[config.mk]
export PLATFORM = sky130hd
export DESIGN_NAME = mem_write_flat
export DESIGN_NICKNAME = d
export VERILOG_FILES = /design/src/hdl/cache_pkg.sv /design/src/hdl/cache_if.sv /design/src/hdl/mem_write.sv /design/src/flat_wrapper.sv
export SDC_FILE = /design/constraint.sdc
export NUM_CORES = 1
export LEC_CHECK = 0
export ABC_AREA = 1
export BUFFER_PORTS_ARGS = -buffer_cell sky130_fd_sc_hd__buf_4
export CAP_MARGIN = 30
export CELL_PAD_IN_SITES_DETAIL_PLACEMENT = 1
export CELL_PAD_IN_SITES_GLOBAL_PLACEMENT = 1
export CORE_UTILIZATION = 45
export DETAILED_ROUTE_END_ITERATION = 12
export PLACE_DENSITY = 0.87
export SETUP_SLACK_MARGIN = 0.15
export SYNTH_ARGS = -nofsm -noshare
export SYNTH_HDL_FRONTEND = slang
export SYNTH_SLANG_ARGS = --single-unit
[constraint.sdc]
create_clock -name i_clk -period 7.35 [get_ports i_clk]
set_input_delay 0.3675 -clock i_clk [delete_from_list [all_inputs] [get_ports i_clk]]
set_output_delay 0.3675 -clock i_clk [all_outputs]
set_load 0.03 [all_outputs]
[src/hdl/cache_pkg.sv]
`default_nettype none

package cache_pkg;

    localparam int LINE_WORDS  = 4;
    localparam int CACHE_LINES = 16;
    localparam int WBUF_DEPTH  = 4;

    localparam int OFFSET_W   = $clog2(LINE_WORDS);  // word within line
    localparam int INDEX_W    = $clog2(CACHE_LINES);
    localparam int TAG_W      = 32 - INDEX_W - OFFSET_W - 2;
    localparam int WBUF_PTR_W = $clog2(WBUF_DEPTH);

    typedef logic [31:0]         word_t;
    typedef logic [31:0]         addr_t;
    typedef logic [3:0]          sel_t;
    typedef logic [TAG_W-1:0]    tag_t;
    typedef logic [INDEX_W-1:0]  index_t;
    typedef logic [OFFSET_W-1:0] offset_t;
    typedef logic [7:0]          beat_t;

    typedef enum logic [1:0] {
        CS_IDLE,
        CS_LOOKUP,
        CS_REFILL,
        CS_DONE
    } cache_state_t;

    typedef enum logic [1:0] {RD_IDLE, RD_ADDR, RD_DATA} rd_state_t;

    typedef enum logic [1:0] {WR_IDLE, WR_SEND, WR_RESP} wr_state_t;

endpackage

`default_nettype wire

[src/hdl/cache_if.sv]
`timescale 1ns/1ps
`default_nettype none


interface mem_wr_if import cache_pkg::*; ();
    logic  push;
    addr_t addr;
    word_t data;
    sel_t  sel;
    logic  full;
    logic  empty;  // includes the write in flight

    modport client (output push, addr, data, sel, input full, empty);
    modport server (input push, addr, data, sel, output full, empty);
endinterface

`default_nettype wire

[src/hdl/mem_write.sv]
`timescale 1ns/1ps
`default_nettype none

module mem_write import cache_pkg::*; (
    input  logic      i_clk,
    input  logic      i_rst,
    mem_wr_if.server  wr,
    output addr_t     o_awaddr,
    output logic      o_awvalid,
    input  logic      i_awready,
    output word_t     o_wdata,
    output sel_t      o_wstrb,
    output logic      o_wvalid,
    input  logic      i_wready,
    input  logic      i_bvalid,
    output logic      o_bready
);

    addr_t                 buf_addr [WBUF_DEPTH];
    word_t                 buf_data [WBUF_DEPTH];
    sel_t                  buf_sel  [WBUF_DEPTH];
    logic [WBUF_PTR_W-1:0] wr_ptr;
    logic [WBUF_PTR_W-1:0] rd_ptr;
    logic [WBUF_PTR_W:0]   count;     // head stays counted until bresp
    wr_state_t             state;
    logic                  aw_done;
    logic                  w_done;
    logic                  push_ok;
    logic                  pop;

    assign wr.full  = (count == (WBUF_PTR_W+1)'(WBUF_DEPTH));
    assign wr.empty = (count == '0);
    assign push_ok  = wr.push && !wr.full;
    assign pop      = (state == WR_RESP) && i_bvalid;

    always_ff @(posedge i_clk) begin
        if (push_ok) begin
            buf_addr[wr_ptr] <= wr.addr;
            buf_data[wr_ptr] <= wr.data;
            buf_sel[wr_ptr]  <= wr.sel;
        end
    end

    always_ff @(posedge i_clk) begin
        if (i_rst) begin
            wr_ptr  <= '0;
            rd_ptr  <= '0;
            count   <= '0;
            state   <= WR_IDLE;
            aw_done <= 1'b0;
            w_done  <= 1'b0;
        end else begin
            if (push_ok) wr_ptr <= wr_ptr + 1'b1;
            if (pop) rd_ptr <= rd_ptr + 1'b1;
            if (push_ok && !pop) count <= count + 1'b1;
            else if (pop && !push_ok) count <= count - 1'b1;
            case (state)
                WR_IDLE: begin
                    if (count != '0) begin
                        state   <= WR_SEND;
                        aw_done <= 1'b0;
                        w_done  <= 1'b0;
                    end
                end
                WR_SEND: begin
                    if (i_awready) aw_done <= 1'b1;
                    if (i_wready) w_done <= 1'b1;
                    if ((aw_done || i_awready) && (w_done || i_wready)) state <= WR_RESP;
                end
                WR_RESP: if (i_bvalid) state <= WR_IDLE;
                default: state <= WR_IDLE;
            endcase
        end
    end

    assign o_awaddr  = buf_addr[rd_ptr];  // head entry
    assign o_wdata   = buf_data[rd_ptr];
    assign o_wstrb   = buf_sel[rd_ptr];
    assign o_awvalid = (state == WR_SEND) && !aw_done;
    assign o_wvalid  = (state == WR_SEND) && !w_done;
    assign o_bready  = (state == WR_RESP);

endmodule

`default_nettype wire

[src/flat_wrapper.sv]
// flat-port wrapper written by rule: the top's interface ports become plain ports
module mem_write_flat import cache_pkg::*;
  (i_clk, i_rst, o_awaddr, o_awvalid, i_awready, o_wdata, o_wstrb, o_wvalid, i_wready, i_bvalid, o_bready, wr_push, wr_addr, wr_data, wr_sel, wr_full, wr_empty);
  mem_wr_if wr_i ();
  input  logic i_clk;
  input  logic i_rst;
  output addr_t o_awaddr;
  output logic o_awvalid;
  input  logic i_awready;
  output word_t o_wdata;
  output sel_t o_wstrb;
  output logic o_wvalid;
  input  logic i_wready;
  input  logic i_bvalid;
  output logic o_bready;
  input wire logic [$bits(wr_i.push)-1:0] wr_push;
  input wire logic [$bits(wr_i.addr)-1:0] wr_addr;
  input wire logic [$bits(wr_i.data)-1:0] wr_data;
  input wire logic [$bits(wr_i.sel)-1:0] wr_sel;
  output wire logic [$bits(wr_i.full)-1:0] wr_full;
  output wire logic [$bits(wr_i.empty)-1:0] wr_empty;
  assign wr_i.push = wr_push;
  assign wr_i.addr = wr_addr;
  assign wr_i.data = wr_data;
  assign wr_i.sel = wr_sel;
  assign wr_full = wr_i.full;
  assign wr_empty = wr_i.empty;
  mem_write u_core (.i_clk(i_clk), .i_rst(i_rst), .wr(wr_i), .o_awaddr(o_awaddr), .o_awvalid(o_awvalid), .i_awready(i_awready), .o_wdata(o_wdata), .o_wstrb(o_wstrb), .o_wvalid(o_wvalid), .i_wready(i_wready), .i_bvalid(i_bvalid), .o_bready(o_bready));
endmodule
Word-level counts from Yosys, hierarchy flattened
Memories as Yosys holds them, arrays and structs flattened. A register that Yosys moved wholly into a read port is not among the register bits.
Cells that the tools add are included.
{ "op_classes": {"n_reduce_logical": 22, "mul": 0, "shifts": 0, "addsub": 4, "div": 0, "n_bitwise": 0, "mux": 19, "eq_ne": 8, "magnitude_cmp": 0} }
{ "ops": {"columns": ["cell", "n"], "rows": [
  ["2-bit two-way mux", 9],
  ["3-bit AND reduction", 3],
  ["1-bit logical AND", 7],
  ["3-bit two-way mux", 2],
  ["2-bit inequality test (second input constant)", 3],
  ["2-bit case mux with 3 select lines", 1],
  ["1-bit zero test", 5],
  ["1-bit two-way mux", 5],
  ["2-bit by 1-bit adder with 2-bit output (second input constant)", 2],
  ["2-bit by 1-bit inequality test with 1-bit output (second input constant)", 2],
  ["1-bit case mux with 2 select lines", 2],
  ["2-bit nonzero test", 2],
  ["3-bit by 1-bit adder with 3-bit output (second input constant)", 1],
  ["3-bit == test (second input constant)", 1],
  ["3-bit zero test", 1],
  ["3-bit nonzero test", 1],
  ["3-bit by 1-bit subtractor with 3-bit output (second input constant)", 1],
  ["2-bit by 1-bit == test with 1-bit output (second input constant)", 1],
  ["2-bit == test (second input constant)", 1],
  ["2-bit zero test", 1],
  ["1-bit logical OR", 2]
]} }
{ "totals": {"mem_count": 3, "input_bits": 74, "latchBits": 0, "word_cells": 62, "rom_bits": 0, "mem_bits_rw": 272, "out_inout_bits": 73, "reg_bits": 11} }
{ "mem_list": {"columns": ["memory", "depth", "word_bits", "read_ports", "rd_clocked_by_memory_dff", "write_ports", "line", "text"], "rows": [
  ["u_core.buf_addr", 4, 32, 1, 1, 1, "mem_write.sv:19", "addr_t buf_addr [WBUF_DEPTH];"],
  ["u_core.buf_data", 4, 32, 1, 1, 1, "mem_write.sv:20", "word_t buf_data [WBUF_DEPTH];"],
  ["u_core.buf_sel", 4, 4, 1, 1, 1, "mem_write.sv:21", "sel_t buf_sel [WBUF_DEPTH];"]
]} }

Depth between registers and ports, before layout
{ "depth": {"depth_word": 7, "ltp_mapped": 13, "ltp_nobuf": 13} }

Worst setup path before layout
OpenSTA, ideal clock, no wires.
{ "synth_path": {"path_type": "register -> register", "from": "register u_core.count[0]", "to": "memory u_core.buf_addr[0][0] (netlist bit) (enable)", "t_arrival_ns": 3.495, "slack_ns": 3.360, "t_required_ns": 6.855, "n_path_buf": 0, "setup_ns": 0.495, "synth_period_minus_slack_ns": 3.990, "stages_incl_launch_ff": 5, "cell_sequence": "dfxtp_1 -> nor2_1 -> nand2_1 -> nand2_1 -> nor2_1"} }
{ "synth_via": {"elab_chain_len": 5} }
{ "synth_lines": {"columns": ["element", "line", "text"], "rows": [
  ["start, declared", "mem_write.sv:24", "logic [WBUF_PTR_W:0] count;"],
  ["start signal, assigned", "mem_write.sv:55", "if (push_ok && !pop) count <= count + 1'b1;"],
  ["start signal, assigned", "mem_write.sv:56", "else if (pop && !push_ok) count <= count - 1'b1;"],
  ["3-bit == test", "mem_write.sv:31", "assign wr.full = (count == (WBUF_PTR_W+1)'(WBUF_DEPTH));"],
  ["1-bit zero test", "mem_write.sv:33", "assign push_ok = wr.push && !wr.full;"],
  ["1-bit logical AND", "mem_write.sv:33", null],
  ["1-bit two-way mux", "mem_write.sv:37", "if (push_ok) begin"],
  ["1-bit two-way mux (not written as such)", "mem_write.sv:38", "buf_addr[wr_ptr] <= wr.addr;"],
  ["end, declared", "mem_write.sv:19", null]
]} }
No other way between the ends.

==> results.md <==
* Outcome: completed
* Final hold viol count at 0
* Chip width at around 160 um
* Crit path launch type: flop
* Setup crit end kind: output port
* Global route overflow at 0
* Worst-path fanout max at 74
* Post-synthesis register bit count at 285
* Antenna viol nets, final at 0
* Drt total wl at approximately 25 mm
* Max VDD drop at roughly 0.25 mV
* Via Count at around 6,700
* Post-DR wirelength/cell at 20.4 um
* GR Util All Layers at 20.7%
* Number of global-route vias before repair at between 7,000 and 8,000
* Root buf cell: clkbuf_16
* Layout Cells excl Fill at 1,242
* Placer congestion estimate at 0.728
* Share of layout cells above drive strength 1 at 22.2%
* H-tree levels at 1
* Post-synth EDFFs at 272
* Synth Flop Type: edfxtp_1
* Warnings, synthesis at 0
* Top post-synthesis cells by area: edfxtp_1 (76%), o21ai_0 (6.3%), nor2_1 (5.4%)
* Syn Std Cell Area at 0.0107 mm^2
* DRT Pass-1 Iters at 4
* Drt initial violations at 358
* Fraction of the mapped netlist area in compound gates at ~11%
* Most used routing layer: met2
* Layout Nets at 981
* Hold Path Class: primary input to flop
* Final design utilization at 55.8%
* Post-Synthesis Cells at about 760
* WS Path Type: flop to output port
* Clk_lat worst skew at around 540 ps
* Drt drc at 0
* Core Area at about 0.023 mm^2
* Die ar. at about 0.024 mm^2
* Post-synth top area share at about three quarters
* Final Slew Violations at 0
* Initial core utilization at 45.8%
* Synth Area in Adders at less than 1%
* Met1 GRT Util at between 20% and 30%
* Initial antenna violation count at 0
* Global-route wire length before repair at 38.3 mm
* Final min period at roughly 3200 ps
* Simple-Gate Fraction of Synth Area at under 10%
* Number of placed I/O pins at about 150
* Max Cap Viol at 0
* Vias/cell at around 5.4
* HPWL Detailed at ~15 mm
* Unrepaired setup endpoints after global routing: false
* Lkg Pwr at between 4 and 5 nW
* Setup Skew at around 17 ps
* Inserted Clock Buffers at 29
* Achievable frequency at 0.310 GHz
* Cell taking the most area after synthesis: edfxtp_1
* Placed cell count at ~1,200
* Post-CTS setup buffers at 0
* Clock Path Buffers at 3
* Pwr Density at ~330 mW/mm^2
* Worst endpoint required time at around 7000 ps
* Final Setup Violations at 0
* Met3 usage at 3.18%
* Syn_nets at 836
* Mux contribution to synthesized area at 0%
* N_diodes at 0
* Worst-Margin Slew at about 1000 ps
* Top-count cell post-synth: edfxtp_1
* Main combinational cell family by area after synthesis: compound AO/OA/AOI/OAI gates
* Setup TNS Final at 0 ps
* Period utilization at 43.9%
* Met2 usage in global routing at between 30% and 40%
* Post-Synth XOR/XNOR Area at less than 1%
* Async S/R FF share, synth at 0%
* Row count at 56
* Sequential area share after synthesis at 78.6%
* Chip Height at approximately 160 um
* Post-synth cell types at 21
* Clock Sinks at roughly 290
* Pin count of the biggest net entering global routing at approximately 140
* Cts repair resizes at 0
* Fillers at ~2,300
* Hold_buf cts at 0
* PortBufs at 146
* Critical path arrival at between 2000 and 3000 ps
* CTS clk-pin slew, worst paths at 60 ps
* Worst rel slew slack at 33.1%
* CTS tree: done
* Most instantiated cells after synthesis: edfxtp_1 (272), nor2_1 (155), o21ai_0 (135), o22ai_1 (68), inv_1 (22)
* Mapped Avg Cell Area at between 10 and 15 um^2
* Synth-to-layout area growth at 21.6%
* Flop2flop setup slack at roughly 5100 ps
==> through the flow <==
| step | setup WS [ps] | hold slack [ps] | instance area (um^2) | total power, mW |
|---|---|---|---|---|
| 2_1_floorplan | 3360 | 437 | 10700 | 2.59 |
| 3_3_place_gp | 4770 | 459 | 12100 | 2.89 |
| 3_5_place_dp | 4680 | 471 | 12200 | 2.95 |
| 6_report | 4120 | 29.5 | 13100 | 4.28 |
| 5_1_grt | 3980 | 17.5 | 13100 | 4.44 |
| 4_1_cts | 4100 | 5.49 | 13100 | 4.33 |
==> flip-flops by register name, indices dropped and copies added (netlist names), 2 cells and up, named ones only <==
signal           count
u_core.buf_sel      16
u_core.wr_ptr        2
u_core.buf_data    128
u_core.rd_ptr        2
u_core.state         2
u_core.count         3
u_core.buf_addr    128
==> layout make-up <==
class	count	area [um^2]	share of cell area, %
clock inverters	16	131	1.01
flip-flops and latches	285	8430	64.6
clock buffers	37	756	5.79
multi-input cells	403	1970	15.1
repair buffers	157	1260	9.64
well taps	319	399	3.06
inverters	25	98.8	0.757
==> path summary, 6_finish.rpt <==
path / start / endpoint / cells after the start
worst max-delay path: flop / o_wdata[28] / 4
worst min-delay path: wr_data[15] / u_core.buf_data[1][15] / 1
worst max register to register: u_core.count[0] / u_core.count[2] / 13
worst min register to register: u_core.w_done / u_core.w_done / 2
==> metal layers <==
metal	vias up	part of all wire, %
met5	-	0
met4	0	1.9
met3	35	4.8
met2	178	52
met1	3356	42
li1	3094	-
==> power by group <==
part           switching, mW  total, mW  internal [mW]
registers             0.0668       2.03           1.97
logic                  0.593      0.871          0.278
clock network          0.582       1.38          0.794
==> cell families after synthesis <==
kind of cell / Yosys count
buffers and inverters: 68
AOI/OAI and AO/OA: 214
xor gates and xnor gates: 2
and+or+nand+nor: 181
DFF: 285
adders and majority gates: 6
==> critical path, cell delays in order (launching register included) <==
cell     delay, ps
dfxtp_4        770
buf_4          730
o21ai_0        270
o22ai_1        300
buf_4          210
==> cell usage in the layout (no fill, tap or decap), types with 5 or more instances in the layout <==
cell | netlist | final
edfxtp_1 | 272 | 272
buf_4 | 0 | 153
nor2_1 | 155 | 151
o21ai_0 | 135 | 135
o22ai_1 | 68 | 68
clkbuf_16 | 0 | 29
inv_1 | 22 | 22
nand2_1 | 20 | 20
dfxtp_1 | 13 | 11
clkbuf_1 | 11 | 8
clkinv_1 | 1 | 7
a21oi_1 | 6 | 6
o21ai_1 | 5 | 5
nand3_1 | 5 | 5
ha_1 | 5 | 5
clkinv_2 | 0 | 5
Note: power is estimated with default switching activity, not from simulation.
