==> src/hdl/cache_pkg.sv <==
`default_nettype none

package cache_pkg;

    localparam int LINE_WORDS  = 4;
    localparam int CACHE_LINES = 16;
    localparam int WBUF_DEPTH  = 4;

    localparam int OFFSET_W   = $clog2(LINE_WORDS);  // word within line
    localparam int INDEX_W    = $clog2(CACHE_LINES);
    localparam int TAG_W      = 32 - INDEX_W - OFFSET_W - 2;
    localparam int WBUF_PTR_W = $clog2(WBUF_DEPTH);

    typedef logic [31:0]         word_t;
    typedef logic [31:0]         addr_t;
    typedef logic [3:0]          sel_t;
    typedef logic [TAG_W-1:0]    tag_t;
    typedef logic [INDEX_W-1:0]  index_t;
    typedef logic [OFFSET_W-1:0] offset_t;
    typedef logic [7:0]          beat_t;

    typedef enum logic [1:0] {
        CS_IDLE,
        CS_LOOKUP,
        CS_REFILL,
        CS_DONE
    } cache_state_t;

    typedef enum logic [1:0] {RD_IDLE, RD_ADDR, RD_DATA} rd_state_t;

    typedef enum logic [1:0] {WR_IDLE, WR_SEND, WR_RESP} wr_state_t;

endpackage

`default_nettype wire

==> src/hdl/cache_if.sv <==
`timescale 1ns/1ps
`default_nettype none

interface mem_rd_if import cache_pkg::*; ();
    logic  req;    // level held until gnt
    addr_t addr;
    logic  line;   // 1 for a full line burst
    logic  gnt;
    word_t data;
    logic  valid;
    logic  last;

    modport client (output req, addr, line, input gnt, data, valid, last);
    modport server (input req, addr, line, output gnt, data, valid, last);
endinterface

interface mem_wr_if import cache_pkg::*; ();
    logic  push;
    addr_t addr;
    word_t data;
    sel_t  sel;
    logic  full;
    logic  empty;  // includes the write in flight

    modport client (output push, addr, data, sel, input full, empty);
    modport server (input push, addr, data, sel, output full, empty);
endinterface

`default_nettype wire

==> src/hdl/dcache.sv <==
`timescale 1ns/1ps
`default_nettype none

module dcache import cache_pkg::*; (
    input  logic      i_clk,
    input  logic      i_rst,
    input  logic      i_cyc,
    input  logic      i_stb,
    input  logic      i_we,
    input  sel_t      i_sel,
    input  addr_t     i_adr,
    input  word_t     i_dat,
    output word_t     o_dat,
    output logic      o_ack,
    mem_rd_if.client  rd,
    mem_wr_if.client  wr
);

    tag_t                   tags [CACHE_LINES];
    word_t                  lines [CACHE_LINES][LINE_WORDS];
    logic [CACHE_LINES-1:0] valid;
    cache_state_t           state;
    offset_t                beat;
    logic                   req_sent;
    tag_t                   tag;
    index_t                 idx;
    offset_t                off;
    logic                   uncached;
    logic                   hit;

    assign tag      = i_adr[31 -: TAG_W];
    assign idx      = i_adr[OFFSET_W+2 +: INDEX_W];
    assign off      = i_adr[2 +: OFFSET_W];
    assign uncached = i_adr[31];
    assign hit      = !uncached && valid[idx] && (tags[idx] == tag);

    // reads to memory stay behind every buffered store
    assign rd.req  = (state == CS_REFILL) && !req_sent && wr.empty;
    assign rd.addr = {i_adr[31:2], 2'b00};
    assign rd.line = !uncached;

    assign wr.push = (state == CS_LOOKUP) && i_we && !wr.full;
    assign wr.addr = {i_adr[31:2], 2'b00};
    assign wr.data = i_dat;
    assign wr.sel  = i_sel;

    always_ff @(posedge i_clk) begin
        if (i_rst) begin
            state    <= CS_IDLE;
            o_ack    <= 1'b0;
            req_sent <= 1'b0;
            beat     <= '0;
            valid    <= '0;
        end else begin
            o_ack <= 1'b0;
            case (state)
                CS_IDLE: if (i_cyc && i_stb) state <= CS_LOOKUP;
                CS_LOOKUP: begin
                    if (i_we) begin
                        if (!wr.full) begin  // store taken this cycle
                            o_ack <= 1'b1;
                            state <= CS_DONE;
                        end
                    end else if (hit) begin
                        o_ack <= 1'b1;
                        state <= CS_DONE;
                    end else begin
                        state    <= CS_REFILL;
                        req_sent <= 1'b0;
                        beat     <= '0;
                    end
                end
                CS_REFILL: begin
                    if (rd.gnt) req_sent <= 1'b1;
                    if (rd.valid) begin
                        beat <= beat + 1'b1;
                        if (rd.last) begin
                            o_ack <= 1'b1;
                            state <= CS_DONE;
                            if (!uncached) valid[idx] <= 1'b1;
                        end
                    end
                end
                default: state <= CS_IDLE;
            endcase
        end
    end

    always_ff @(posedge i_clk) begin
        if (state == CS_LOOKUP && !i_we && hit) o_dat <= lines[idx][off];
        if (wr.push && hit) begin
            for (int b = 0; b < 4; b++) begin
                if (i_sel[b]) lines[idx][off][8*b +: 8] <= i_dat[8*b +: 8];  // lane merge
            end
        end
        if (state == CS_REFILL && rd.valid) begin
            if (!uncached) lines[idx][beat] <= rd.data;
            if (uncached || beat == off) o_dat <= rd.data;
            if (rd.last && !uncached) tags[idx] <= tag;
        end
    end

endmodule

`default_nettype wire

==> src/flat_wrapper.sv <==
// flat-port wrapper written by rule: the top's interface ports become plain ports
module dcache_flat import cache_pkg::*;
  (i_clk, i_rst, i_cyc, i_stb, i_we, i_sel, i_adr, i_dat, o_dat, o_ack, rd_req, rd_addr, rd_line, rd_gnt, rd_data, rd_valid, rd_last, wr_push, wr_addr, wr_data, wr_sel, wr_full, wr_empty);
  mem_rd_if rd_i ();
  mem_wr_if wr_i ();
  input  logic i_clk;
  input  logic i_rst;
  input  logic i_cyc;
  input  logic i_stb;
  input  logic i_we;
  input  sel_t i_sel;
  input  addr_t i_adr;
  input  word_t i_dat;
  output word_t o_dat;
  output logic o_ack;
  output wire logic [$bits(rd_i.req)-1:0] rd_req;
  output wire logic [$bits(rd_i.addr)-1:0] rd_addr;
  output wire logic [$bits(rd_i.line)-1:0] rd_line;
  input wire logic [$bits(rd_i.gnt)-1:0] rd_gnt;
  input wire logic [$bits(rd_i.data)-1:0] rd_data;
  input wire logic [$bits(rd_i.valid)-1:0] rd_valid;
  input wire logic [$bits(rd_i.last)-1:0] rd_last;
  output wire logic [$bits(wr_i.push)-1:0] wr_push;
  output wire logic [$bits(wr_i.addr)-1:0] wr_addr;
  output wire logic [$bits(wr_i.data)-1:0] wr_data;
  output wire logic [$bits(wr_i.sel)-1:0] wr_sel;
  input wire logic [$bits(wr_i.full)-1:0] wr_full;
  input wire logic [$bits(wr_i.empty)-1:0] wr_empty;
  assign rd_req = rd_i.req;
  assign rd_addr = rd_i.addr;
  assign rd_line = rd_i.line;
  assign rd_i.gnt = rd_gnt;
  assign rd_i.data = rd_data;
  assign rd_i.valid = rd_valid;
  assign rd_i.last = rd_last;
  assign wr_push = wr_i.push;
  assign wr_addr = wr_i.addr;
  assign wr_data = wr_i.data;
  assign wr_sel = wr_i.sel;
  assign wr_i.full = wr_full;
  assign wr_i.empty = wr_empty;
  dcache u_core (.i_clk(i_clk), .i_rst(i_rst), .i_cyc(i_cyc), .i_stb(i_stb), .i_we(i_we), .i_sel(i_sel), .i_adr(i_adr), .i_dat(i_dat), .o_dat(o_dat), .o_ack(o_ack), .rd(rd_i), .wr(wr_i));
endmodule
==> config.mk <==
export PLATFORM = sky130hd
export DESIGN_NAME = dcache_flat
export DESIGN_NICKNAME = d
export VERILOG_FILES = /design/src/hdl/cache_pkg.sv /design/src/hdl/cache_if.sv /design/src/hdl/dcache.sv /design/src/flat_wrapper.sv
export SDC_FILE = /design/constraint.sdc
export NUM_CORES = 2
export LEC_CHECK = 0
export ABC_AREA = 0
export BUFFER_PORTS_ARGS = -buffer_cell sky130_fd_sc_hd__buf_4
export CAP_MARGIN = 40
export CORE_ASPECT_RATIO = 0.5
export CORE_UTILIZATION = 40
export DETAILED_ROUTE_END_ITERATION = 10
export PLACE_DENSITY = 0.52
export SETUP_SLACK_MARGIN = 0.5
export SYNTH_ARGS = -nofsm -noshare
export SYNTH_HDL_FRONTEND = slang
export SYNTH_SLANG_ARGS = --single-unit
==> constraint.sdc <==
create_clock -name i_clk -period 5.4 [get_ports i_clk]
set_input_delay 0.54 -clock i_clk [delete_from_list [all_inputs] [get_ports i_clk]]
set_output_delay 0.54 -clock i_clk [all_outputs]
set_load 0.005 [all_outputs]
# == After elaboration in Yosys (flattened, before gate mapping) ==
# Memories as Yosys holds them, arrays and structs flattened.
# Index checks and enable logic that the tools add are counted.
# W data, S select, Z words.
# classes
n_addsub,1
n_lt_le_gt_ge,6
n_eq_ne,11
n_mux,571
n_bitwise,516
reduce_logical,26
# op_table
op,count
$mux W128,5
$mux W1,536
$or A1 B1 Y1,512
$demux W32 S2,5
$mux W32,7
$bmux W32 S2,1
$eq A24 B24 Y1,1
$mux W24,1
$mux W16,1
$mux W2,8
$or A16 B16 Y16,1
$reduce_and A4 Y1,4
$logic_and A1 B1 Y1,15
$ne A2 B2 Y1 const B,5
$mux W8,1
$ge A3 B3 Y1 const B,2
$lt A3 B1 Y1 const B,2
$not A2 Y3,2
$pmux W2 S3,1
$lt A4 B5 Y1 const B,1
$bmux W1 S4,1
$demux W1 S4,1
$ge A4 B1 Y1 const B,1
$logic_not A1 Y1,4
12 further kinds,13
# word_totals
register_bits,54
ramBits,2432
input_bits,110
out_inout_bits,136
wordCells,1139
n_memories,2
# mem_list
memory,depth,width,rd,rd_clocked_by_memory_dff,wr,line,rtl
u_core.lines,16,128,1,0,1,dcache.sv:20,word_t lines [CACHE_LINES][LINE_WORDS];
u_core.tags,16,24,1,0,1,dcache.sv:19,tag_t tags [CACHE_LINES];

# == Logic depth before layout (Yosys ltp) ==
# logic_depth
depth_word,11
ltp_mapped,15
mapped_depth_nobuf,9

# == Worst setup path after synthesis ==
# Ideal clock, no wire load.
# synth_path
kind,input -> register
start,input port i_adr[4]
end,memory u_core.lines[15][16] (netlist name) (enable)
arrival_time_ns,3.860
required_ns,5.030
slack_ns,1.169
stages,12
cell_sequence,buf_4 buf_2 mux4_2 a2111oi_0 a21oi_1 nand3b_1 or4b_1 nor3_4 buf_6 a21oi_2 buf_2 nor2_1
# synth_between
elab_chain_cells,11
elab_cells_between_ends,19
cone_classes,eq/ne: 1; mux: 10; bitwise: 4; reduce/logical: 3; memory: 1
# synth_rtl
element,line,rtl
"start, declared",flat_wrapper.sv:12,input addr_t i_adr;
"parallel branches: the longest is 11 deep, another holds $mem_v2 Z16 W24",--,
"end, declared",dcache.sv:20,
# Several ways; the timed one is not identified. The select of a mux whose other input is x is not followed.

# == Worst setup path after layout ==
# layout_path
start,memory u_core.tags[15][1] (netlist name)
end,memory u_core.lines[15][0] (netlist name) (enable)
# layout_between
elab_chain_cells,10
elab_cells_between_ends,16
cone_classes,eq/ne: 1; mux: 8; bitwise: 4; reduce/logical: 2; memory: 1
# layout_rtl
element,line,rtl
"start, declared",dcache.sv:19,
$mem_v2 Z16 W24 (*),--,
$eq A24 B24 Y1 (*),dcache.sv:35,assign hit = !uncached && valid[idx] && (tags[idx] == tag);
$logic_and A1 B1 Y1 (*),dcache.sv:35,
$logic_and A1 B1 Y1 (*),dcache.sv:91,if (wr.push && hit) begin
$mux W1,dcache.sv:91,
$mux W128 (implied by the code),dcache.sv:93,if (i_sel[b]) lines[idx][off][8*b +: 8] <= i_dat[8*b +: 8];
$or A1 B1 Y1 (no source line) (2 in series),--,
$or A1 B1 Y1 (no source line) (*) (2 in series),--,
# Mark *: on every way between the ends. The rest lies on a longest branch, timed or not.

==> insert_results.sql <==
INSERT INTO impl_metrics (metric_group, metric, value, unit) VALUES
('run_status', 'outcome', 'finished clean', ''),
('clock_network', 'clock_tree_from_tritoncts', 'done', ''),
('power', 'p_total', '39.7', 'mW'),
('setup_path', 'delay_contributed_by_the_slowest_stage_of_the_critical_path', '760', 'ps'),
('setup_path', 'critical_path_class', 'reg -> reg', ''),
('setup_path', 'path_depth', '13', ''),
('logic_synthesis', 'mappedNetlistArea', '98600', 'sq um'),
('clock_network', 'cts-root-to-sink-buffers', '4', ''),
('drt', 'via_per_inst', '5.57', ''),
('clock_network', 'cts.root.buffer_cell', 'sky130_fd_sc_hd__clkbuf_16', ''),
('place', 'dp.final_hpwl', '171', 'mm'),
('flow_run', 'drv.max_cap_violation_count', '0', ''),
('drt', 'drtIter0Drc', '4824', ''),
('timing', 'finalCritPeriodShare', '0.882', ''),
('clock_network', 'number_of_buffers_created_by_cts', '227', ''),
('finish', 'fillerInstances', '20244', ''),
('finish', 'postLayoutCoreUtil', '0.463', ''),
('setup_path', 'timing.reg2reg.worst_path_depth', '13', ''),
('finish', 'area.growth.synth_to_final', '14.7', '%'),
('logic_synthesis', 'synth_edf_count', '2432', ''),
('logic_synthesis', 'syn_inst', '4755', ''),
('timing', 'rsz_0062_raised_after_global_routing', 'no', ''),
('timing', 'worst_slew_margin_rel', '0.244', ''),
('floorplan', 'dieWidth', '704', 'um'),
('place', 'place_inst', '8211', ''),
('floorplan', 'die_outline_area', '249000', 'sq um'),
('timing', 'finalSetupTns', '0', 'ps'),
('finish', 'most_common_cell_after_layout_fill_and_taps_aside', 'sky130_fd_sc_hd__edfxtp_1', ''),
('finish', 'layout-drive-gt1-share', '0.310', ''),
('global_route', 'grt_start_max_net_pins', '145', ''),
('setup_path', 'timing.critical_path.to_type', 'flop', ''),
('logic_synthesis', 'dominantRegCellSynth', 'sky130_fd_sc_hd__edfxtp_1', ''),
('clock_network', 'htree_levels', '4', ''),
('clock_network', 'clkSlewWorstSetupHoldPaths', '60', 'ps'),
('clock_network', 'insertion_delay', '880', 'ps'),
('timing', 'slew_violations', '0', ''),
('finish', 'nNetsFinal', '5350', ''),
('global_route', 'antenna_found_initial', '17', ''),
('setup_path', 'timing.critical_path.max_delay_family', 'simple AND/OR/NAND/NOR gates', ''),
('drt', 'detail_route.first_pass.iterations', '5', ''),
('setup_path', 'crit_required', '5850', 'ps'),
('timing', 'tightestPinTransition', '1130', 'ps'),
('logic_synthesis', 'ys_async_sr_fraction', '0', ''),
('clock_network', 'cts_sinks', '2486', ''),
('setup_path', 'cpMaxStageDelayCell', 'sky130_fd_sc_hd__a2111oi_0', ''),
('drt', 'antenna_nets_post_route', '0', ''),
('logic_synthesis', 'yosysSeqAreaShare', '0.751', ''),
('floorplan', 'coreArea', '244000', 'sq um'),
('logic_synthesis', 'avg_inst_size_synth', '20.7', 'sq um'),
('timing', 'setup-violations-final', '0', ''),
('setup_path', 'critical_path.most_common_cell', 'sky130_fd_sc_hd__buf_4', ''),
('power', 'power.density_cell_area', '351', 'nW/um^2'),
('logic_synthesis', 'synth_unique_cells', '59', ''),
('setup_path', 'register_to_register_path_setup_slack', '640', 'ps'),
('global_route', 'grt.overflow.total', '0', ''),
('power', 'vdd.ir_drop.worst', '0.000254', 'V'),
('clock_network', 'post_cts.repair.setup_buffers', '0', ''),
('floorplan', 'core.rowCount', '128', ''),
('floorplan', 'die-height', '353', 'um'),
('logic_synthesis', 'yosys_register_bits', '2486', ''),
('power', 'power_leakage', '36.4', 'nW'),
('finish', 'commonest_cells_after_routing_fill_and_taps_aside', 'sky130_fd_sc_hd__edfxtp_1, sky130_fd_sc_hd__mux4_2, sky130_fd_sc_hd__buf_4, sky130_fd_sc_hd__nand2_1, sky130_fd_sc_hd__nor2_1', ''),
('setup_path', 'worstPathCellList', 'mux4_2 -> a2111oi_0 -> buf_4 -> a21oi_1 -> nand3b_1 -> or4b_1 -> buf_4 -> nor3_4 -> buf_12 -> buf_4 -> a21oi_2 -> buf_6 -> nor2_1', ''),
('timing', 'finalCriticalPeriod', '4760', 'ps'),
('global_route', 'grt_first_pass_wirelength', '365', 'mm'),
('logic_synthesis', 'synth-warning-count', '0', ''),
('timing', 'final-hold-violation-count', '0', ''),
('global_route', 'grt_pass1_vias', '48881', ''),
('drt', 'drt-total-wl', '257', 'mm'),
('place', 'numPortBuffers', '239', ''),
('floorplan', 'num_io_pins', '246', '');
==> worst paths after layout <==
check,from,end
worst max register to register,u_core.tags[15][1],u_core.lines[15][0]
worst max-delay path,u_core.tags[15][1],u_core.lines[15][0]
worst min-delay path,i_adr[8],u_core.tags[12][0]
worst min register to register,u_core.valid[7],u_core.valid[7]
==> state kept, by name (all words and copies together), names as in the netlist <==
signal,count
u_core.state,2
u_core.beat,2
u_core.valid,16
u_core.lines,2048
u_core.o_ack,1
u_core.tags,384
u_core.o_dat,32
u_core.req_sent,1
==> routing by layer <==
metal  global-route usage  part of all wire  vias up
met4               0.0433             0.020        2
met2                0.320              0.47     1607
met3               0.0406             0.069      321
met5              0.00280           0.00034        -
met1                0.300              0.44    26011
li1                     -                 -    20277
==> where the power goes <==
| part | internal (mW) | switching, mW | total [mW] |
|---|---|---|---|
| Clock | 8.52 | 6.98 | 15.5 |
| Sequential | 21.4 | 0.106 | 21.5 |
| Combinational | 1.08 | 1.61 | 2.70 |
| Total | 31.0 | 8.70 | 39.7 |
==> layout make-up <==
class / instances / area, sq um / area share
Timing Repair Buffer: 609 / 5150 / 0.0455
Multi-Input combinational cell: 1890 / 22800 / 0.202
Tap cell: 3250 / 4070 / 0.0359
Sequential cell: 2486 / 74100 / 0.655
Clock buffer: 297 / 6060 / 0.0535
Clock inverter: 102 / 870 / 0.00768
Inverter: 18 / 75.1 / 0.000663
Antenna cell: 8 / 20.0 / 0.000177
==> stage by stage <==
| stage | setup slack, ps | hold WS (ps) | cell area [sq um] |
|---|---|---|---|
| 2_1_floorplan | 1170 | 435 | 98700 |
| 3_3_place_gp | -33.5 | 447 | 105000 |
| 3_5_place_dp | 58.8 | 458 | 106000 |
| 4_1_cts | 673 | 0.264 | 113000 |
| 5_1_grt | 505 | 9.05 | 113000 |
| 6_report | 636 | 48.9 | 113000 |
==> synthesized netlist by cell type (15+ instances only) <==
master | count | area share
sky130_fd_sc_hd__edfxtp_1 | 2432 | 0.74
sky130_fd_sc_hd__mux4_2 | 748 | 0.17
sky130_fd_sc_hd__nand2_1 | 451 | 0.017
sky130_fd_sc_hd__nor2_1 | 326 | 0.012
sky130_fd_sc_hd__clkbuf_1 | 156 | 0.0059
sky130_fd_sc_hd__buf_4 | 104 | 0.0079
sky130_fd_sc_hd__mux2i_1 | 100 | 0.010
sky130_fd_sc_hd__buf_2 | 78 | 0.0040
sky130_fd_sc_hd__dfxtp_1 | 54 | 0.011
sky130_fd_sc_hd__o21ai_0 | 41 | 0.0021
sky130_fd_sc_hd__buf_1 | 25 | 0.00095
sky130_fd_sc_hd__a21oi_1 | 20 | 0.0010
sky130_fd_sc_hd__and3_1 | 20 | 0.0013
sky130_fd_sc_hd__inv_1 | 17 | 0.00065
sky130_fd_sc_hd__xnor2_1 | 16 | 0.0014
sky130_fd_sc_hd__a22oi_1 | 15 | 0.0011
==> cells by family (layout without fill, tap and decap cells) <==
logic type               after synthesis  in the layout  synth area share
flip-flops                          2486           2486             0.751
AND/OR/NAND/NOR                      861            861            0.0350
multiplexers                         856            856             0.182
buffers and inverters                382           1026            0.0196
AO/OA/AOI/OAI                        133            133           0.00883
XOR/XNOR                              28             28           0.00249
adder cells (fa/ha/maj)                8              8           0.00101
other                                  1             12         0.0000380
==> timing repair <==
action	in CTS	in global routing
setup endpoints to repair	0	15
gates resized for setup	0	3
hold endpoints to repair	77	0
hold buffers	41	0
Power figures use the tool's default switching activity.
