--- src/hdl/cache_pkg.sv ---
`default_nettype none

package cache_pkg;

    localparam int LINE_WORDS  = 4;
    localparam int CACHE_LINES = 16;
    localparam int WBUF_DEPTH  = 4;

    localparam int OFFSET_W   = $clog2(LINE_WORDS);  // word within line
    localparam int INDEX_W    = $clog2(CACHE_LINES);
    localparam int TAG_W      = 32 - INDEX_W - OFFSET_W - 2;
    localparam int WBUF_PTR_W = $clog2(WBUF_DEPTH);

    typedef logic [31:0]         word_t;
    typedef logic [31:0]         addr_t;
    typedef logic [3:0]          sel_t;
    typedef logic [TAG_W-1:0]    tag_t;
    typedef logic [INDEX_W-1:0]  index_t;
    typedef logic [OFFSET_W-1:0] offset_t;
    typedef logic [7:0]          beat_t;

    typedef enum logic [1:0] {
        CS_IDLE,
        CS_LOOKUP,
        CS_REFILL,
        CS_DONE
    } cache_state_t;

    typedef enum logic [1:0] {RD_IDLE, RD_ADDR, RD_DATA} rd_state_t;

    typedef enum logic [1:0] {WR_IDLE, WR_SEND, WR_RESP} wr_state_t;

endpackage

`default_nettype wire

--- src/hdl/cache_if.sv ---
`timescale 1ns/1ps
`default_nettype none

interface mem_rd_if import cache_pkg::*; ();
    logic  req;    // level held until gnt
    addr_t addr;
    logic  line;   // 1 for a full line burst
    logic  gnt;
    word_t data;
    logic  valid;
    logic  last;

    modport client (output req, addr, line, input gnt, data, valid, last);
    modport server (input req, addr, line, output gnt, data, valid, last);
endinterface


`default_nettype wire

--- src/hdl/icache.sv ---
`timescale 1ns/1ps
`default_nettype none

module icache import cache_pkg::*; (
    input  logic      i_clk,
    input  logic      i_rst,
    input  logic      i_cyc,
    input  logic      i_stb,
    input  addr_t     i_adr,
    output word_t     o_dat,
    output logic      o_ack,
    mem_rd_if.client  rd
);

    tag_t                   tags [CACHE_LINES];
    word_t                  lines [CACHE_LINES][LINE_WORDS];
    logic [CACHE_LINES-1:0] valid;
    cache_state_t           state;
    offset_t                beat;      // next refill word
    logic                   req_sent;
    tag_t                   tag;
    index_t                 idx;
    offset_t                off;
    logic                   uncached;
    logic                   hit;

    assign tag      = i_adr[31 -: TAG_W];
    assign idx      = i_adr[OFFSET_W+2 +: INDEX_W];
    assign off      = i_adr[2 +: OFFSET_W];
    assign uncached = i_adr[31];
    assign hit      = !uncached && valid[idx] && (tags[idx] == tag);

    assign rd.req  = (state == CS_REFILL) && !req_sent;
    assign rd.addr = {i_adr[31:2], 2'b00};
    assign rd.line = !uncached;

    always_ff @(posedge i_clk) begin
        if (i_rst) begin
            state    <= CS_IDLE;
            o_ack    <= 1'b0;
            req_sent <= 1'b0;
            beat     <= '0;
            valid    <= '0;
        end else begin
            o_ack <= 1'b0;
            case (state)
                CS_IDLE: if (i_cyc && i_stb) state <= CS_LOOKUP;
                CS_LOOKUP: begin
                    if (hit) begin
                        o_ack <= 1'b1;
                        state <= CS_DONE;
                    end else begin
                        state    <= CS_REFILL;
                        req_sent <= 1'b0;
                        beat     <= '0;
                    end
                end
                CS_REFILL: begin
                    if (rd.gnt) req_sent <= 1'b1;
                    if (rd.valid) begin
                        beat <= beat + 1'b1;
                        if (rd.last) begin
                            o_ack <= 1'b1;
                            state <= CS_DONE;
                            if (!uncached) valid[idx] <= 1'b1;
                        end
                    end
                end
                default: state <= CS_IDLE;  // master drops stb during DONE
            endcase
        end
    end

    always_ff @(posedge i_clk) begin
        if (state == CS_LOOKUP && hit) o_dat <= lines[idx][off];
        if (state == CS_REFILL && rd.valid) begin
            if (!uncached) lines[idx][beat] <= rd.data;
            if (uncached || beat == off) o_dat <= rd.data;  // keep requested word
            if (rd.last && !uncached) tags[idx] <= tag;
        end
    end

endmodule

`default_nettype wire

--- src/flat_wrapper.sv ---
// flat-port wrapper written by rule: the top's interface ports become plain ports
module icache_flat import cache_pkg::*;
  (i_clk, i_rst, i_cyc, i_stb, i_adr, o_dat, o_ack, rd_req, rd_addr, rd_line, rd_gnt, rd_data, rd_valid, rd_last);
  mem_rd_if rd_i ();
  input  logic i_clk;
  input  logic i_rst;
  input  logic i_cyc;
  input  logic i_stb;
  input  addr_t i_adr;
  output word_t o_dat;
  output logic o_ack;
  output wire logic [$bits(rd_i.req)-1:0] rd_req;
  output wire logic [$bits(rd_i.addr)-1:0] rd_addr;
  output wire logic [$bits(rd_i.line)-1:0] rd_line;
  input wire logic [$bits(rd_i.gnt)-1:0] rd_gnt;
  input wire logic [$bits(rd_i.data)-1:0] rd_data;
  input wire logic [$bits(rd_i.valid)-1:0] rd_valid;
  input wire logic [$bits(rd_i.last)-1:0] rd_last;
  assign rd_req = rd_i.req;
  assign rd_addr = rd_i.addr;
  assign rd_line = rd_i.line;
  assign rd_i.gnt = rd_gnt;
  assign rd_i.data = rd_data;
  assign rd_i.valid = rd_valid;
  assign rd_i.last = rd_last;
  icache u_core (.i_clk(i_clk), .i_rst(i_rst), .i_cyc(i_cyc), .i_stb(i_stb), .i_adr(i_adr), .o_dat(o_dat), .o_ack(o_ack), .rd(rd_i));
endmodule
--- config.mk ---
export PLATFORM = sky130hd
export DESIGN_NAME = icache_flat
export DESIGN_NICKNAME = d
export VERILOG_FILES = /design/src/hdl/cache_pkg.sv /design/src/hdl/cache_if.sv /design/src/hdl/icache.sv /design/src/flat_wrapper.sv
export SDC_FILE = /design/constraint.sdc
export NUM_CORES = 2
export LEC_CHECK = 0
export BUFFER_PORTS_ARGS = -buffer_cell sky130_fd_sc_hd__buf_2
export CORE_UTILIZATION = 34
export CTS_CLUSTER_DIAMETER = 100
export DETAILED_ROUTE_END_ITERATION = 10
export GPL_ROUTABILITY_DRIVEN = 0
export HOLD_SLACK_MARGIN = 0.02
export PLACE_DENSITY = 0.52
export SLEW_MARGIN = 10
export SYNTH_ARGS = -nofsm -noshare
export SYNTH_HDL_FRONTEND = slang
export SYNTH_SLANG_ARGS = --single-unit
--- constraint.sdc ---
create_clock -name i_clk -period 8.1 [get_ports i_clk]
set_input_delay 1.62 -clock i_clk [delete_from_list [all_inputs] [get_ports i_clk]]
set_output_delay 1.62 -clock i_clk [all_outputs]
set_load 0.05 [all_outputs]
=== Word-level counts from Yosys, hierarchy flattened ===
Memories as Yosys holds them, arrays and structs flattened.
Cells that the tools add are included.

* Register bits after elaboration: 54
* RAM bits: 2432
* Input port bits: 71
* Output and inout bits: 67
* Word-level logic and storage cells: 78
* Memories kept: 2

{| class="wikitable"
|+ Memories
! name !! words !! width !! read ports !! clocked after Yosys merged registers in !! write ports !! line !! text
|-
| u_core.lines || 16 || 128 || 1 || 0 || 1 || icache.sv:16 || <nowiki>word_t lines [CACHE_LINES][LINE_WORDS];</nowiki>
|-
| u_core.tags || 16 || 24 || 1 || 0 || 1 || icache.sv:15 || <nowiki>tag_t tags [CACHE_LINES];</nowiki>
|}

* Add/sub/neg operators: 1
* $lt $le $gt $ge: 5
* Equality and inequality tests: 9
* Mux-type cells: 33
* Bitwise operators: 4
* Reduce and logical (&&, ||, !) cells: 18

{| class="wikitable"
|+ Operators with widths
! kind !! count
|-
| 32-bit two-way mux || 6
|-
| 128-bit two-way mux || 1
|-
| 32-bit binary-select mux with 2-bit select || 1
|-
| 32-bit demux with 2-bit select || 1
|-
| 24-bit == test || 1
|-
| 16-bit OR || 1
|-
| 1-bit two-way mux || 13
|-
| 2-bit two-way mux || 5
|-
| 1-bit logical AND || 9
|-
| 3-bit AND reduction || 3
|-
| 2-bit inequality test (second input constant) || 4
|-
| 3-bit greater-or-equal comparator (second input constant) || 2
|-
| 2-bit inverter with 3-bit output || 2
|-
| 2-bit case mux with 3 select lines || 1
|-
| 4-bit by 5-bit < comparator with 1-bit output (second input constant) || 1
|-
| 1-bit binary-select mux with 4-bit select || 1
|-
| 1-bit demux with 4-bit select || 1
|-
| 4-bit by 1-bit greater-or-equal comparator with 1-bit output (second input constant) || 1
|-
| 1-bit case mux with 2 select lines || 2
|-
| 2-bit case mux with 2 select lines || 1
|-
| 4-bit AND reduction || 1
|-
| 3-bit by 1-bit < comparator with 1-bit output (second input constant) || 1
|-
| 2-bit by 1-bit adder with 2-bit output (second input constant) || 1
|-
| 2-bit by 1-bit == test with 1-bit output (second input constant) || 1
|-
| other kinds (8) || 9
|}

=== Longest topological paths before layout ===
* Depth after elaboration: 8
* Gate-level depth with buffers: 15
* Mapped depth without buffers: 10

=== Worst setup path before layout ===
OpenSTA, ideal clock, no wires.

* Kind: in2reg
* From: in i_adr[7]
* To: mem u_core.lines[9][0] (netlist name), enable pin
* Arrival time: 4.440 ns
* Required time: 7.679 ns
* Slack: 3.239 ns
* Stages: 9
* Buffers on the path: 5
* Cell sequence: buf_2 inv_1 buf_2 buf_2 buf_2 buf_2 nor2_1 nand2_1 nor2_1

{| class="wikitable"
|+ RTL lines
! item !! line !! text
|-
| from (decl) || flat_wrapper.sv:9 || <nowiki>input addr_t i_adr;</nowiki>
|-
| to (decl) || icache.sv:16 ||
|}

Straight into the memory's write port.

=== Final worst setup path ===
* From: in i_adr[7]
* To: reg u_core.o_dat[8]

* Longest elaborated chain between the ends: 8

{| class="wikitable"
|+ Ends and longest elaborated chain
! item !! line !! text
|-
| parallel branches: the longest is 5 deep, another holds memory read 16 x 24 bit || n/a ||
|-
| 32-bit two-way mux (*) || icache.sv:75 || <nowiki>if (state == CS_LOOKUP && hit) o_dat <= lines[idx][off];</nowiki>
|-
| 32-bit two-way mux || icache.sv:78 || <nowiki>if (uncached || beat == off) o_dat <= rd.data;</nowiki>
|-
| 32-bit two-way mux (*) || icache.sv:76 || <nowiki>if (state == CS_REFILL && rd.valid) begin</nowiki>
|-
| to (signal assigned) || icache.sv:75 ||
|-
| to (signal assigned) || icache.sv:78 ||
|-
| to (decl) || icache.sv:10 || <nowiki>output word_t o_dat,</nowiki>
|}

Mark *: on every way between the ends. The select of a mux whose other input is x is not followed.
A chain may end at the register's enable or synchronous reset.

==> impl_metrics.prom <==
# TYPE chip_impl_metric gauge
chip_impl_metric{name="die-area",unit="sq um"} 284000
chip_impl_metric{name="fin_crit",unit="ns"} 5.05
chip_impl_info{name="clock_tree.root_cell",value="sky130_fd_sc_hd__clkbuf_16"} 1
chip_impl_info{name="min-delay-path-class",value="flop to flop"} 1
chip_impl_metric{name="num-nets-final",unit=""} 4390
chip_impl_metric{name="power_density_relative_to_cell_area",unit="nW/um^2"} 252
chip_impl_metric{name="number_of_storage_elements_in_the_synthesis_netlist",unit=""} 2486
chip_impl_metric{name="sequential_element_share_of_the_synthesized_area",unit="%"} 77.2
chip_impl_metric{name="worst_r2r_path_depth",unit=""} 9
chip_impl_info{name="cts_tree",value="built"} 1
chip_impl_metric{name="max_freq",unit="MHz"} 198
chip_impl_metric{name="first_pass_iters",unit=""} 5
chip_impl_metric{name="final_hold_viol_count",unit=""} 0
chip_impl_metric{name="syn-cell-area",unit="sq um"} 95900
chip_impl_metric{name="synthesis.yosys.warnings",unit=""} 0
chip_impl_metric{name="resize_count_post_cts",unit=""} 0
chip_impl_metric{name="first_global_vias",unit=""} 45000
chip_impl_metric{name="maxSlewViolCount",unit=""} 0
chip_impl_metric{name="fillCellCount",unit=""} 24800
chip_impl_metric{name="p_leak",unit="nW"} 33.5
chip_impl_metric{name="globalRouteMet1Util",unit="%"} 22.4
chip_impl_metric{name="initial_utilization",unit="%"} 34.3
chip_impl_metric{name="ctsHoldBuffers",unit=""} 0
chip_impl_metric{name="timing.critical_path.fanout_max",unit=""} 37
chip_impl_metric{name="total_power",unit="W"} 0.0277
chip_impl_metric{name="io-pin-count",unit=""} 138
chip_impl_metric{name="max-cap-violations",unit=""} 0
chip_impl_metric{name="post_detail_place_hpwl",unit="microns"} 133000
chip_impl_metric{name="grt_antenna_before_repair",unit=""} 25
chip_impl_metric{name="ant_nets",unit=""} 1
chip_impl_metric{name="detailedRoute.firstIterationViolations",unit=""} 4182
chip_impl_metric{name="synth-edff-count",unit=""} 2432
chip_impl_metric{name="gr-usage-met2",unit="%"} 27.9
chip_impl_info{name="gr-max-usage-layer",value="met2"} 1
chip_impl_metric{name="grt_start_max_net_pins",unit=""} 149
chip_impl_metric{name="insertion_delay",unit="ns"} 0.85
chip_impl_metric{name="via_per_inst",unit=""} 5.26
chip_impl_info{name="setup.worst_path.end_class",value="flop"} 1
chip_impl_metric{name="post_route_cells_drive_above_1_share",unit="%"} 32.6
chip_impl_metric{name="post_synth_inst_count",unit=""} 4035
chip_impl_metric{name="worst_slew_margin_rel",unit="%"} 18.1
chip_impl_metric{name="grt_use_met3",unit="%"} 3.84
chip_impl_metric{name="yosysUniqueCellTypes",unit=""} 56
chip_impl_metric{name="setup_total_negative_slack",unit="ns"} 0
chip_impl_info{name="outcome",value="finished with violations"} 1
chip_impl_metric{name="avgRoutedWirePerCell",unit="microns"} 29.2
chip_impl_metric{name="cts.sinks",unit=""} 2486
chip_impl_metric{name="worstHoldPathCells",unit=""} 2
chip_impl_metric{name="asyncSetResetFlopFracSynth",unit="%"} 0
chip_impl_metric{name="cp_data_required_time",unit="ns"} 8.80
chip_impl_metric{name="wirelength",unit="microns"} 240000
chip_impl_metric{name="synth_to_layout_area_growth",unit="%"} 14.5
chip_impl_metric{name="worst_pin_slew",unit="ns"} 1.23
chip_impl_metric{name="arrival",unit="ns"} 5.75
chip_impl_metric{name="grt_first_pass_wirelength",unit="microns"} 340000
chip_impl_metric{name="overflow",unit=""} 0
chip_impl_metric{name="fin_clk_skew",unit="ns"} 0.0543
chip_impl_metric{name="port-buffer-count",unit=""} 133
chip_impl_metric{name="cts_buffers",unit=""} 266
chip_impl_info{name="rsz0062_at_grt",value="no"} 1
chip_impl_metric{name="max-vdd-ir-drop",unit="uV"} 172
chip_impl_info{name="start_to_end_type_of_the_worst_setup_path",value="input port to flop"} 1
chip_impl_metric{name="detailed_route_via_count",unit=""} 43300
chip_impl_metric{name="share_of_the_cycle_needed_by_the_critical_path_after_routing",unit="%"} 62.3
chip_impl_metric{name="clock_path_buffers",unit=""} 4
chip_impl_metric{name="h_tree_lvl_count",unit=""} 5
chip_impl_metric{name="final_setup_violation_count",unit=""} 0
chip_impl_metric{name="rows",unit=""} 194
chip_impl_metric{name="clk_transition_reported_paths",unit="ns"} 0.06
chip_impl_metric{name="route.detailed.drc",unit=""} 0
chip_impl_info{name="violations",value="antenna rules"} 1
chip_impl_info{name="critPathLaunchType",value="input port"} 1
chip_impl_metric{name="die_width",unit="microns"} 533
chip_impl_info{name="ys_dominant_reg_cell",value="sky130_fd_sc_hd__edfxtp_1"} 1
chip_impl_metric{name="design.core.area",unit="sq um"} 280000
chip_impl_metric{name="post-cts-setup-buffers",unit=""} 0
chip_impl_metric{name="layout.area.seq",unit="sq um"} 74100
chip_impl_metric{name="height_of_the_chip",unit="microns"} 533
chip_impl_metric{name="footprint_of_the_multi_input_gates",unit="sq um"} 21000
chip_impl_metric{name="syn-mean-instance-area",unit="sq um"} 23.8
chip_impl_metric{name="track_usage",unit="%"} 16.8
power by group:
group          internal, W  total (W)  switching [W]
registers           0.0142     0.0143       0.000121
clock network      0.00668     0.0116        0.00492
logic             0.000604    0.00176        0.00115
total               0.0215     0.0277        0.00620
cells in the mapped netlist, types with 5 or more instances:
cell	n	area, sq um
sky130_fd_sc_hd__edfxtp_1	2432	73000
sky130_fd_sc_hd__a22oi_1	7	52.6
sky130_fd_sc_hd__dfxtp_1	54	1080
sky130_fd_sc_hd__buf_1	22	82.6
sky130_fd_sc_hd__buf_6	15	169
sky130_fd_sc_hd__nand3_1	5	25.0
sky130_fd_sc_hd__o211ai_1	33	248
sky130_fd_sc_hd__nand4_1	35	219
sky130_fd_sc_hd__a21oi_1	9	45.0
sky130_fd_sc_hd__and3_1	7	43.8
sky130_fd_sc_hd__inv_1	19	71.3
sky130_fd_sc_hd__mux4_2	769	17300
sky130_fd_sc_hd__ha_1	8	100
sky130_fd_sc_hd__nand2_1	72	270
sky130_fd_sc_hd__clkbuf_1	96	360
sky130_fd_sc_hd__nor2b_1	37	231
sky130_fd_sc_hd__nor2_1	129	484
sky130_fd_sc_hd__o21ai_0	41	205
sky130_fd_sc_hd__buf_2	39	195
sky130_fd_sc_hd__mux2_2	5	56.3
sky130_fd_sc_hd__nor4_1	6	37.5
sky130_fd_sc_hd__buf_4	79	593
sky130_fd_sc_hd__mux2i_1	39	390
sky130_fd_sc_hd__xnor2_1	7	61.3
sky130_fd_sc_hd__xor2_1	11	96.3
final timing paths:
check	startpoint	end	slack [ns]
setup / recovery	i_adr[7]	u_core.o_dat[8]	3.05
hold / removal	u_core.valid[12]	u_core.valid[12]	0.47
setup reg to reg	u_core.state[0]	u_core.lines[10][120]	4.49
hold reg to reg	u_core.valid[12]	u_core.valid[12]	0.47
cells in the final DEF (no fill, tap or decap), types with 8 or more instances in the layout:
cell | synthesis | final
sky130_fd_sc_hd__a21oi_1 | 9 | 8
sky130_fd_sc_hd__buf_12 | 0 | 11
sky130_fd_sc_hd__buf_2 | 39 | 128
sky130_fd_sc_hd__buf_4 | 79 | 117
sky130_fd_sc_hd__bufinv_16 | 0 | 11
sky130_fd_sc_hd__clkbuf_1 | 96 | 64
sky130_fd_sc_hd__clkbuf_16 | 0 | 274
sky130_fd_sc_hd__clkbuf_8 | 0 | 13
sky130_fd_sc_hd__clkinv_1 | 1 | 56
sky130_fd_sc_hd__clkinv_2 | 0 | 24
sky130_fd_sc_hd__dfxtp_1 | 54 | 54
sky130_fd_sc_hd__diode_2 | 0 | 12
sky130_fd_sc_hd__edfxtp_1 | 2432 | 2432
sky130_fd_sc_hd__ha_1 | 8 | 8
sky130_fd_sc_hd__inv_1 | 19 | 18
sky130_fd_sc_hd__mux2i_1 | 39 | 39
sky130_fd_sc_hd__mux4_2 | 769 | 769
sky130_fd_sc_hd__nand2_1 | 72 | 71
sky130_fd_sc_hd__nand4_1 | 35 | 35
sky130_fd_sc_hd__nor2_1 | 129 | 48
sky130_fd_sc_hd__nor2_4 | 0 | 81
sky130_fd_sc_hd__nor2b_1 | 37 | 37
sky130_fd_sc_hd__o211ai_1 | 33 | 33
sky130_fd_sc_hd__o21ai_0 | 41 | 41
sky130_fd_sc_hd__xor2_1 | 11 | 11
cell type report:
class / count / share of cell area [%]
tap: 3724 / 4.24
sequential: 2486 / 67.5
clock buffer: 351 / 6.62
multi-input combinational: 1278 / 19.1
clock inverter: 110 / 0.819
inverter: 20 / 0.0752
timing repair buffer: 259 / 1.62
antenna: 12 / 0.0273
worst max-delay path: stages:
cell	delay [ns]
sky130_fd_sc_hd__buf_2	0.52
sky130_fd_sc_hd__buf_4	0.62
sky130_fd_sc_hd__mux4_2	0.41
sky130_fd_sc_hd__mux2i_1	0.22
sky130_fd_sc_hd__o2bb2ai_1	0.14
sky130_fd_sc_hd__a211oi_1	0.31
sky130_fd_sc_hd__a41oi_1	0.28
sky130_fd_sc_hd__nor4_4	0.29
sky130_fd_sc_hd__and3_2	0.66
sky130_fd_sc_hd__buf_4	0.43
sky130_fd_sc_hd__o211ai_1	0.15
metal layers:
metal | share of wire (%) | vias to the layer above
met5 | 0.056 | -
met4 | 2.2 | 10
met3 | 6.2 | 337
met2 | 49 | 1221
met1 | 42 | 23900
li1 | - | 17900
metrics by stage:
step | setup slack [ns] | utilization, % | hold WS, ns | cells | area [sq um]
6_report | 3.05 | 39.2 | 0.471 | 8240 | 110000
5_1_grt | 2.83 | 39.2 | 0.507 | 8230 | 110000
4_1_cts | 3.06 | 39.2 | 0.475 | 8226 | 110000
3_5_place_dp | 2.16 | 36.3 | 0.461 | 7765 | 102000
3_3_place_gp | 2.12 | 36.3 | 0.451 | 7765 | 102000
2_1_floorplan | 3.24 | - | 0.435 | 4036 | 96000
flip-flops by register name (all words and copies together) (netlist names):
signal           flops
u_core.o_ack         1
u_core.tags        384
u_core.lines      2048
u_core.beat          2
u_core.valid        16
u_core.o_dat        32
u_core.state         2
u_core.req_sent      1
cell families (layout without fill, tap and decap cells):
| kind of cell | after synthesis | in the layout | synth area share [%] |
|---|---|---|---|
| other cells | 1 | 14 | 0.00391 |
| xor+xnor | 18 | 18 | 0.164 |
| mux | 813 | 813 | 18.5 |
| fa+ha+maj | 8 | 8 | 0.104 |
| simple gates | 305 | 305 | 1.48 |
| buf+inv | 272 | 740 | 1.55 |
| flops | 2486 | 2486 | 77.2 |
| compound gates | 132 | 132 | 0.939 |
No activity file was read; power rests on OpenSTA's default activity.
